<file path="src/hw/muldiv_pkg.sv">
package muldiv_pkg;

  // Word geometry.
  localparam int REG_WIDTH = 32;            // CPU register width.
  localparam int ITER_W    = 6;             // Iteration counter width, holds 0..32.

  // A CPU register value.
  typedef logic [REG_WIDTH-1:0] word_t;

  // Full product, or remainder (high) and quotient (low).
  typedef logic [2*REG_WIDTH-1:0] dword_t;

  // Operations accepted at the unit boundary.
  typedef enum logic [2:0]
  {
    MD_NONE  = 3'd0,                        // No operation.
    MD_MULT  = 3'd1,                        // Signed multiply.
    MD_MULTU = 3'd2,                        // Unsigned multiply.
    MD_DIV   = 3'd3,                        // Signed divide.
    MD_DIVU  = 3'd4,                        // Unsigned divide.
    MD_MTHI  = 3'd5,                        // Move rs to HI.
    MD_MTLO  = 3'd6                         // Move rs to LO.
  } muldiv_op_t;

  // Request presented with op_valid.
  typedef struct packed
  {
    muldiv_op_t op;                         // Operation code.
    word_t      rs;                         // First operand, or move data.
    word_t      rt;                         // Second operand.
  } muldiv_req_t;

  // One-cycle write into the HI/LO registers.
  typedef struct packed
  {
    logic  we_hi;                           // Write enable for HI.
    logic  we_lo;                           // Write enable for LO.
    word_t hi;                              // New HI value.
    word_t lo;                              // New LO value.
  } hilo_wr_t;

  // Control sequencer states.
  typedef enum logic [1:0]
  {
    CS_IDLE  = 2'd0,                        // Waiting for a request.
    CS_START = 2'd1,                        // Start pulse to the chosen unit.
    CS_WAIT  = 2'd2                         // Waiting for the unit's ready.
  } ctrl_state_t;

endpackage
</file>
<file path="src/hw/muldiv_unit.sv">
`timescale 1ns/1ps

module muldiv_unit
(
  input  logic                    clk,
  input  logic                    nrst,
  input  logic                    op_valid,
  input  muldiv_pkg::muldiv_req_t req,
  output logic                    busy,
  output muldiv_pkg::word_t       hi,
  output muldiv_pkg::word_t       lo
);
  import muldiv_pkg::*;

  word_t    opa;                            // Held rs operand.
  word_t    opb;                            // Held rt operand.
  logic     signd;                          // Signed mode for both units.
  logic     div_start;
  logic     mul_start;
  logic     div_ready;
  logic     mul_ready;
  dword_t   div_result;                     // Remainder and quotient.
  dword_t   mul_result;                     // 64-bit product.
  hilo_wr_t hilo_wr;                        // Write into HI/LO.

  muldiv_ctrl u_ctrl
  (
    .clk        (clk),
    .nrst       (nrst),
    .op_valid   (op_valid),
    .req        (req),
    .busy       (busy),
    .opa        (opa),
    .opb        (opb),
    .signd      (signd),
    .div_start  (div_start),
    .mul_start  (mul_start),
    .div_ready  (div_ready),
    .mul_ready  (mul_ready),
    .div_result (div_result),
    .mul_result (mul_result),
    .hilo_wr    (hilo_wr)
  );

  long_idiv u_idiv
  (
    .clk      (clk),
    .nrst     (nrst),
    .dividend (opa),
    .divider  (opb),
    .start    (div_start),
    .signd    (signd),
    .ready    (div_ready),
    .remquot  (div_result)
  );

  long_imul u_imul
  (
    .clk          (clk),
    .nrst         (nrst),
    .multiplicand (opa),
    .multiplier   (opb),
    .start        (mul_start),
    .signd        (signd),
    .ready        (mul_ready),
    .product      (mul_result)
  );

  hilo_regs u_hilo
  (
    .clk     (clk),
    .nrst    (nrst),
    .hilo_wr (hilo_wr),
    .hi      (hi),
    .lo      (lo)
  );

endmodule

</file>
<file path="src/hw/muldiv_ctrl.sv">
`timescale 1ns/1ps

module muldiv_ctrl
(
  input  logic                    clk,
  input  logic                    nrst,
  input  logic                    op_valid,
  input  muldiv_pkg::muldiv_req_t req,
  output logic                    busy,
  output muldiv_pkg::word_t       opa,
  output muldiv_pkg::word_t       opb,
  output logic                    signd,
  output logic                    div_start,
  output logic                    mul_start,
  input  logic                    div_ready,
  input  logic                    mul_ready,
  input  muldiv_pkg::dword_t      div_result,
  input  muldiv_pkg::dword_t      mul_result,
  output muldiv_pkg::hilo_wr_t    hilo_wr
);
  import muldiv_pkg::*;

  ctrl_state_t state;                       // Sequencer state.
  ctrl_state_t next_state;
  logic        accept;                      // Request taken this cycle.
  logic        is_arith;                    // Request needs an arithmetic unit.
  logic        is_div;                      // Request is a divide.
  logic        use_div;                     // Divider owns the current run.
  logic        unit_ready;                  // Ready of the unit in use.
  dword_t      unit_result;                 // Result of the unit in use.

  assign busy   = (state != CS_IDLE);
  assign accept = op_valid && !busy;        // Requests during busy are dropped.

  assign is_div   = (req.op == MD_DIV) || (req.op == MD_DIVU);
  assign is_arith = is_div || (req.op == MD_MULT) || (req.op == MD_MULTU);

  assign div_start = (state == CS_START) && use_div;
  assign mul_start = (state == CS_START) && !use_div;

  assign unit_ready  = use_div ? div_ready : mul_ready;
  assign unit_result = use_div ? div_result : mul_result;

  always_comb
  begin
    next_state = state;
    case (state)
      CS_IDLE:
        if (accept && is_arith)
          next_state = CS_START;
      CS_START:
        next_state = CS_WAIT;               // Start lasts one cycle.
      CS_WAIT:
        if (unit_ready)
          next_state = CS_IDLE;             // Result written on this edge.
      default:
        next_state = CS_IDLE;
    endcase
  end

  always_ff @(posedge clk or negedge nrst)
  begin
    if (!nrst)
    begin
      state   <= CS_IDLE;
      signd   <= 1'b0;
      use_div <= 1'b0;
    end
    else
    begin
      state <= next_state;
      if (accept && is_arith)
      begin
        signd   <= (req.op == MD_MULT) || (req.op == MD_DIV);
        use_div <= is_div;
      end
    end
  end

  // Operands stay put until the result is in HI and LO.
  always_ff @(posedge clk)
  begin
    if (accept && is_arith)
    begin
      opa <= req.rs;
      opb <= req.rt;
    end
  end

  // Unit result has priority; moves only happen while idle anyway.
  always_comb
  begin
    hilo_wr.we_hi = 1'b0;
    hilo_wr.we_lo = 1'b0;
    hilo_wr.hi    = req.rs;
    hilo_wr.lo    = req.rs;
    if ((state == CS_WAIT) && unit_ready)
    begin
      hilo_wr.we_hi = 1'b1;
      hilo_wr.we_lo = 1'b1;
      hilo_wr.hi    = unit_result[2*REG_WIDTH-1:REG_WIDTH]; // Remainder or high word.
      hilo_wr.lo    = unit_result[REG_WIDTH-1:0];           // Quotient or low word.
    end
    else if (accept)
    begin
      hilo_wr.we_hi = (req.op == MD_MTHI);  // Straight from the request.
      hilo_wr.we_lo = (req.op == MD_MTLO);
    end
  end

endmodule

</file>
<file path="src/hw/hilo_regs.sv">
`timescale 1ns/1ps

module hilo_regs
(
  input  logic                 clk,
  input  logic                 nrst,
  input  muldiv_pkg::hilo_wr_t hilo_wr,
  output muldiv_pkg::word_t    hi,
  output muldiv_pkg::word_t    lo
);

  // HI, remainder or upper product word.
  always_ff @(posedge clk or negedge nrst)
  begin
    if (!nrst)
      hi <= '0;                             // Architectural reset value.
    else if (hilo_wr.we_hi)
      hi <= hilo_wr.hi;
  end

  // LO, quotient or lower product word.
  always_ff @(posedge clk or negedge nrst)
  begin
    if (!nrst)
      lo <= '0;
    else if (hilo_wr.we_lo)
      lo <= hilo_wr.lo;                     // Only on its own enable.
  end

endmodule

</file>
<file path="src/hw/long_imul.sv">
`timescale 1ns/1ps

module long_imul
(
  input  logic               clk,
  input  logic               nrst,
  input  muldiv_pkg::word_t  multiplicand,
  input  muldiv_pkg::word_t  multiplier,
  input  logic               start,
  input  logic               signd,
  output logic               ready,
  output muldiv_pkg::dword_t product
);
  import muldiv_pkg::*;

  dword_t             acc;                  // Partial product high, multiplier low.
  logic [ITER_W-1:0]  nbit;                 // Multiplier bits still to process.
  word_t              abs_mcand;            // Multiplicand magnitude for the run.
  logic [REG_WIDTH:0] sum;                  // Upper half plus addend, with carry.
  logic               neg_prod;             // Product sign fix needed.

  assign ready = (nbit == '0) && !start;    // Same rule as the divider.

  // Signs differ only in signed mode.
  assign neg_prod = signd && (multiplicand[REG_WIDTH-1] ^ multiplier[REG_WIDTH-1]);

  assign product = neg_prod ? -acc : acc;   // 64-bit two's complement fix.

  // Add the multiplicand when the current multiplier bit is set.
  assign sum = {1'b0, acc[2*REG_WIDTH-1:REG_WIDTH]} +
               (acc[0] ? {1'b0, abs_mcand} : {(REG_WIDTH+1){1'b0}});

  always_ff @(posedge clk or negedge nrst)
  begin
    if (!nrst)
    begin
      acc  <= '0;
      nbit <= '0;
    end
    else if (start)
    begin
      // Low half holds the multiplier magnitude, upper half starts clear.
      acc  <= {{REG_WIDTH{1'b0}},
               (signd && multiplier[REG_WIDTH-1]) ? -multiplier : multiplier};
      nbit <= ITER_W'(REG_WIDTH);           // Full run, no early exit.
    end
    else if (nbit != '0)
    begin
      nbit <= nbit - 1'b1;
      acc  <= {sum, acc[REG_WIDTH-1:1]};    // Carry enters the top, bit 0 retires.
    end
  end

  // Multiplicand magnitude, loaded with each run.
  always_ff @(posedge clk)
  begin
    if (start)
      abs_mcand <= (signd && multiplicand[REG_WIDTH-1]) ? -multiplicand : multiplicand;
  end

endmodule

</file>
<file path="src/hw/long_idiv.sv">
`timescale 1ns/1ps

module long_idiv
(
  input  logic               clk,
  input  logic               nrst,
  input  muldiv_pkg::word_t  dividend,
  input  muldiv_pkg::word_t  divider,
  input  logic               start,
  input  logic               signd,
  output logic               ready,
  output muldiv_pkg::dword_t remquot
);
  import muldiv_pkg::*;

  dword_t             qr;                   // Partial remainder high, quotient low.
  logic [ITER_W-1:0]  nbit;                 // Quotient bits still to produce.
  word_t              abs_divider;          // Divisor magnitude, held for the run.
  logic [REG_WIDTH:0] diff;                 // Trial subtraction with borrow bit.
  logic               neg_quot;             // Quotient sign fix needed.
  logic               neg_rem;              // Remainder sign fix needed.
  word_t              rem_mag;              // Unsigned remainder.
  word_t              quot_mag;             // Unsigned quotient.

  assign ready = (nbit == '0) && !start;    // Idle and no new run pending.

  // Signs come straight from the held operands.
  assign neg_quot = signd && (dividend[REG_WIDTH-1] ^ divider[REG_WIDTH-1]);
  assign neg_rem  = signd && dividend[REG_WIDTH-1]; // Remainder follows dividend.

  assign rem_mag  = qr[2*REG_WIDTH-1:REG_WIDTH];
  assign quot_mag = qr[REG_WIDTH-1:0];

  assign remquot = {neg_rem ? -rem_mag : rem_mag,
                    neg_quot ? -quot_mag : quot_mag};

  // Shifted-in dividend bit and remainder against the divisor.
  assign diff = qr[2*REG_WIDTH-1:REG_WIDTH-1] - {1'b0, abs_divider};

  always_ff @(posedge clk or negedge nrst)
  begin
    if (!nrst)
    begin
      qr   <= '0;
      nbit <= '0;
    end
    else if (start)
    begin
      if ((dividend == '0) || (divider == '0))
      begin
        qr   <= '0;                         // Zero result, no iterations.
        nbit <= '0;
      end
      else
      begin
        qr   <= {{REG_WIDTH{1'b0}}, (signd && dividend[REG_WIDTH-1]) ? -dividend : dividend};
        nbit <= ITER_W'(REG_WIDTH);         // One pass per quotient bit.
      end
    end
    else if (nbit != '0)
    begin
      nbit <= nbit - 1'b1;
      if (diff[REG_WIDTH])
        qr <= {qr[2*REG_WIDTH-2:0], 1'b0}; // Divisor too large, restore.
      else
        qr <= {diff[REG_WIDTH-1:0], qr[REG_WIDTH-2:0], 1'b1}; // Keep difference.
    end
  end

  // Divisor magnitude, loaded with each run.
  always_ff @(posedge clk)
  begin
    if (start)
      abs_divider <= (signd && divider[REG_WIDTH-1]) ? -divider : divider;
  end

endmodule

</file>
<file path="config.mk">
export PLATFORM = sky130hd
export DESIGN_NAME = muldiv_unit
export DESIGN_NICKNAME = d
export VERILOG_FILES = /design/src/hw/muldiv_pkg.sv /design/src/hw/muldiv_unit.sv /design/src/hw/muldiv_ctrl.sv /design/src/hw/hilo_regs.sv /design/src/hw/long_imul.sv /design/src/hw/long_idiv.sv
export SDC_FILE = /design/constraint.sdc
export NUM_CORES = 1
export LEC_CHECK = 0
export BUFFER_PORTS_ARGS = -buffer_cell sky130_fd_sc_hd__buf_2
export CAP_MARGIN = 10
export CORE_ASPECT_RATIO = 0.9
export CORE_MARGIN = 5
export CORE_UTILIZATION = 65
export CTS_BUF_LIST = sky130_fd_sc_hd__clkbuf_4 sky130_fd_sc_hd__clkbuf_8
export DETAILED_ROUTE_END_ITERATION = 12
export PLACE_DENSITY = 0.84
export RECOVER_POWER = 50
export SLEW_MARGIN = 20
export SYNTH_ARGS = -nofsm -noshare
export SYNTH_HDL_FRONTEND = slang
export SYNTH_SLANG_ARGS = --single-unit
</file>
<file path="constraint.sdc">
create_clock -name clk -period 6.7 [get_ports clk]
set_input_delay 1.34 -clock clk [delete_from_list [all_inputs] [get_ports clk]]
set_output_delay 1.34 -clock clk [all_outputs]
set_load 0.005 [all_outputs]
</file>
==> impl_metrics.tcl <==
set metrics [dict create \
    ioPinCount 135 \
    global_placer_s_final_weighted_congestion 1.000 \
    regToRegSetupSlack_ns 1.70 \
    numClockSinks 336 \
    post_synth.cell_area_avg_um2 8.988 \
    detail_route.wl_per_cell_um 23.21 \
    place.port_buffers 134 \
    finalSetupViolCount 0 \
    cts_max_level 2 \
    final.setup_skew_ns 0.03388 \
    grt_first_pass_wirelength_um 106600 \
    die_height_um 182.2 \
    dp_worst_setup_slack_ns 2.586 \
    worst-r2r-cell-count 8 \
    min_delay_path_depth 2 \
    globalRouteOverflowTotal 0 \
    layout.cells.most_common "nand2_1" \
    synth_edf_count 128 \
    dp.final_hpwl_um 49280 \
    power.density_mw_per_mm2 518.9 \
    number_of_antenna_violations_at_the_first_check_in_global_routing 4 \
    ys_seq_area_share_pct 42.26 \
    route.detailed.vias_per_inst 6.716 \
    first_global_vias 18750 \
    synth-async-reset-ratio_pct 61.90 \
    route.antenna.remaining_nets 0 \
    critical_path.cell_chain "nor2b_1, nand2b_2, clkbuf_2, inv_1, clkbuf_1, nor4b_1, mux2i_1, nand3_1" \
    finish.net_count 2616 \
    timing.slew.headroom_pct -164.0 \
    hp-class "reg2reg" \
    power.static_leakage_uw 0.009658 \
    mappedNetlistNets 2525 \
    use_met3_pct 9.471 \
    setup.worst_path.start_class "register" \
    area_growth_syn_to_layout_pct 9.923 \
    die-width_um 201.3 \
    dr.first_iter.drc_count 2724 \
    postCtsHoldBufs 0 \
    post-route-worst-setup-slack_ns 1.699 \
    globalRouteMet2Util_pct 55.89 \
    critical_path.top_delay_family "buffers and inverters" \
    crit_path_top_delay_cell "clkbuf_1" \
    seqCellArea_mm2 0.009050 \
    cp_num_buf_inv 3 \
    finalCriticalPeriod_ns 5.001 \
    detail_route.wirelength_um 68350 \
    status "finished, violations left" \
    switching_share_pct 45.52 \
    cap_viol_max_count 8 \
    placementRows 63 \
    die_ar_mm2 0.03667 \
    synth-seq-cells 336 \
    final_min_period_over_clock_period_pct 74.64 \
    critical_path.max_fanout 73 \
    cts_root_buffer "clkbuf_8" \
    clk_path_buf_depth 3 \
    final-instance-count-excl-fill 2945 \
    gr_usage_total_pct 36.55 \
    post_cts.repair.setup_buffers 0 \
    cts_repair_resize_count 0 \
    cts_inserted_buffers 56 \
    critical_path.reg2reg.endpoint "u_imul.acc[43]$_DFFE_PN0P_" \
    critical_path.reg2reg.startpoint "u_ctrl.state[0]$_DFFE_PN0P_" \
    crit_path_max_incr_delay_ns 2.49 \
    p_seq_share_pct 33.6 \
    synth_ff_type "dfrtp_1" \
    worst_setup_path_end_kind "register" \
    clockPowerShare_pct 16.5 \
    violations "max-capacitance violations, max-slew violations" \
    grt_start_max_net_pins 95 \
    n_fill_cell 2539 \
    most-common-layout-cells "nand2_1 (245), a21oi_1 (208), dfrtp_1 (207)" \
    syn_inst 2382 \
    hold_start "u_hilo.lo[20]$_DFFE_PN0P_" \
    initial_utilization_pct 65.45 \
    finalMaxSlewViolations 474 \
    via_count 19780 \
    cp_data_required_time_ns 7.18 \
    worst_ep_arrival_time_ns 5.49 \
    detailedRoute.firstPassIterationCount 7 \
    core_mm2 0.03271 \
    cts_tree "done" \
    drive_above_1_share_pct 10.39 \
    grt_setup_unrepaired "false" \
    cts.reportedPaths.clkPinSlew_ns 0.06 \
    ys_types 77 \
    worstSkewPairLatency_ns 0.64 \
    drc_violations_left 0 \
    worst_vdd_drop_mv 0.2538 \
    power_switching_uw 5558 \
    placedCellCount 2837 \
    timing_worst_setup_path_type "reg2reg" \
    synthesis.area_mm2 0.02141 \
    totalNegativeSetupSlack_ns 0 \
    combPwrFrac_pct 50.0 \
    fmax_ghz 0.2000 \
    utilization_pct 71.94 \
    slew_worst_pin_ns 3.959 \
    multi_input_area_mm2 0.01164 \
    yosysWarnings 0 \
    p_int_uw 6653 \
    globalRouteMet1Util_pct 50.77 \
    worst_hold_path_endpoint "u_hilo.lo[20]$_DFFE_PN0P_" \
    hold_violations 0 \
    gr-max-usage-layer "met2" \
]
==> per-layer routing <==
layer  up-vias  share of wire [%]
met5         -              0.020
met3       212                 13
met1      9460                 39
met4         2                4.2
met2      1304                 44
li1       8800                  -
==> worst reg2reg max path: cells and delay by family (launching register included) <==
kind / cells / cell delay, ns
buffers and inverters: 3 / 3.63
AND/OR/NAND/NOR: 4 / 0.56
flip-flops: 1 / 0.39
multiplexers: 1 / 0.28
==> state kept, by name, indices dropped and copies added, names as in the netlist, 32 cells and up <==
| name | cells |
|---|---|
| u_imul.abs_mcand | 32 |
| u_hilo.hi | 32 |
| u_idiv.qr | 64 |
| u_hilo.lo | 32 |
| u_idiv.abs_divider | 32 |
| u_imul.acc | 64 |
| u_ctrl.opa | 32 |
| u_ctrl.opb | 32 |
==> synthesized netlist by cell type, drive strengths merged (31+ instances only) <==
cell type	number	area, um2
inv	76	285.3
and2	42	262.8
nand2	246	925.9
xor2	93	814.5
ha	71	888.4
o31ai	31	242.7
or3	40	250.2
clkbuf	113	424.2
a21oi	208	1041
o21ai	195	975.9
nor3	54	280.3
nand2b	49	306.5
nor2	208	780.8
mux2i	60	600.6
dfrtp	208	5205
a31oi	57	356.6
edfxtp	128	3844
xnor2	126	1111
nand3	42	210.2
==> kinds of logic after synthesis <==
family          synth area share, %
buf+inv                       3.611
flops                         42.26
xor+xnor                      8.994
mux                           3.226
compound gates                19.79
fa+ha+maj                     4.336
simple gates                  17.78
==> metrics by stage <==
step | area, um2 | hold WS (ns) | total power (uW)
6_report | 23540 | 0.5282 | 12210
5_1_grt | 23530 | 0.5590 | 13000
4_1_cts | 23600 | 0.5208 | 12030
3_5_place_dp | 22350 | 0.5047 | 9981
3_3_place_gp | 22350 | 0.4851 | 9769
2_1_floorplan | 21410 | 0.4670 | 8102
==> worst max-delay path by stage <==
stage,startpoint,endpoint,cells after the start
2_1_floorplan,req[66],u_ctrl.opa[0]$_DFFE_PP_,3
3_3_place_gp,u_imul.acc[0]$_DFFE_PN0P_,u_imul.acc[59]$_DFFE_PN0P_,13
5_1_grt,u_ctrl.state[0]$_DFFE_PN0P_,u_imul.acc[43]$_DFFE_PN0P_,8
3_5_place_dp,u_imul.acc[0]$_DFFE_PN0P_,u_imul.acc[57]$_DFFE_PN0P_,13
6_report,u_ctrl.state[0]$_DFFE_PN0P_,u_imul.acc[43]$_DFFE_PN0P_,8
4_1_cts,u_imul.acc[0]$_DFFE_PN0P_,u_imul.acc[59]$_DFFE_PN0P_,13
==> cell type report <==
type	count	area share (%)
Sequential cell	336	38.45
Clock buffer	97	4.981
Multi-Input combinational cell	1846	49.45
Timing Repair Buffer	156	3.270
Clock inverter	9	0.3509
Tap cell	422	2.243
Antenna cell	2	0.02127
Inverter	77	1.228
==> power by group through the flow <==
stage                     Sequential (uW)  Clock [uW]  Combinational (uW)
after global routing                 4160        2130                6720
after CTS                            4020        2020                5990
after detailed placement             4040           0                5940
after floorplan                      3610           0                4490
after global placement               4020           0                5750
final                                4100        2010                6100
Note: power is estimated with default switching activity, not from simulation.
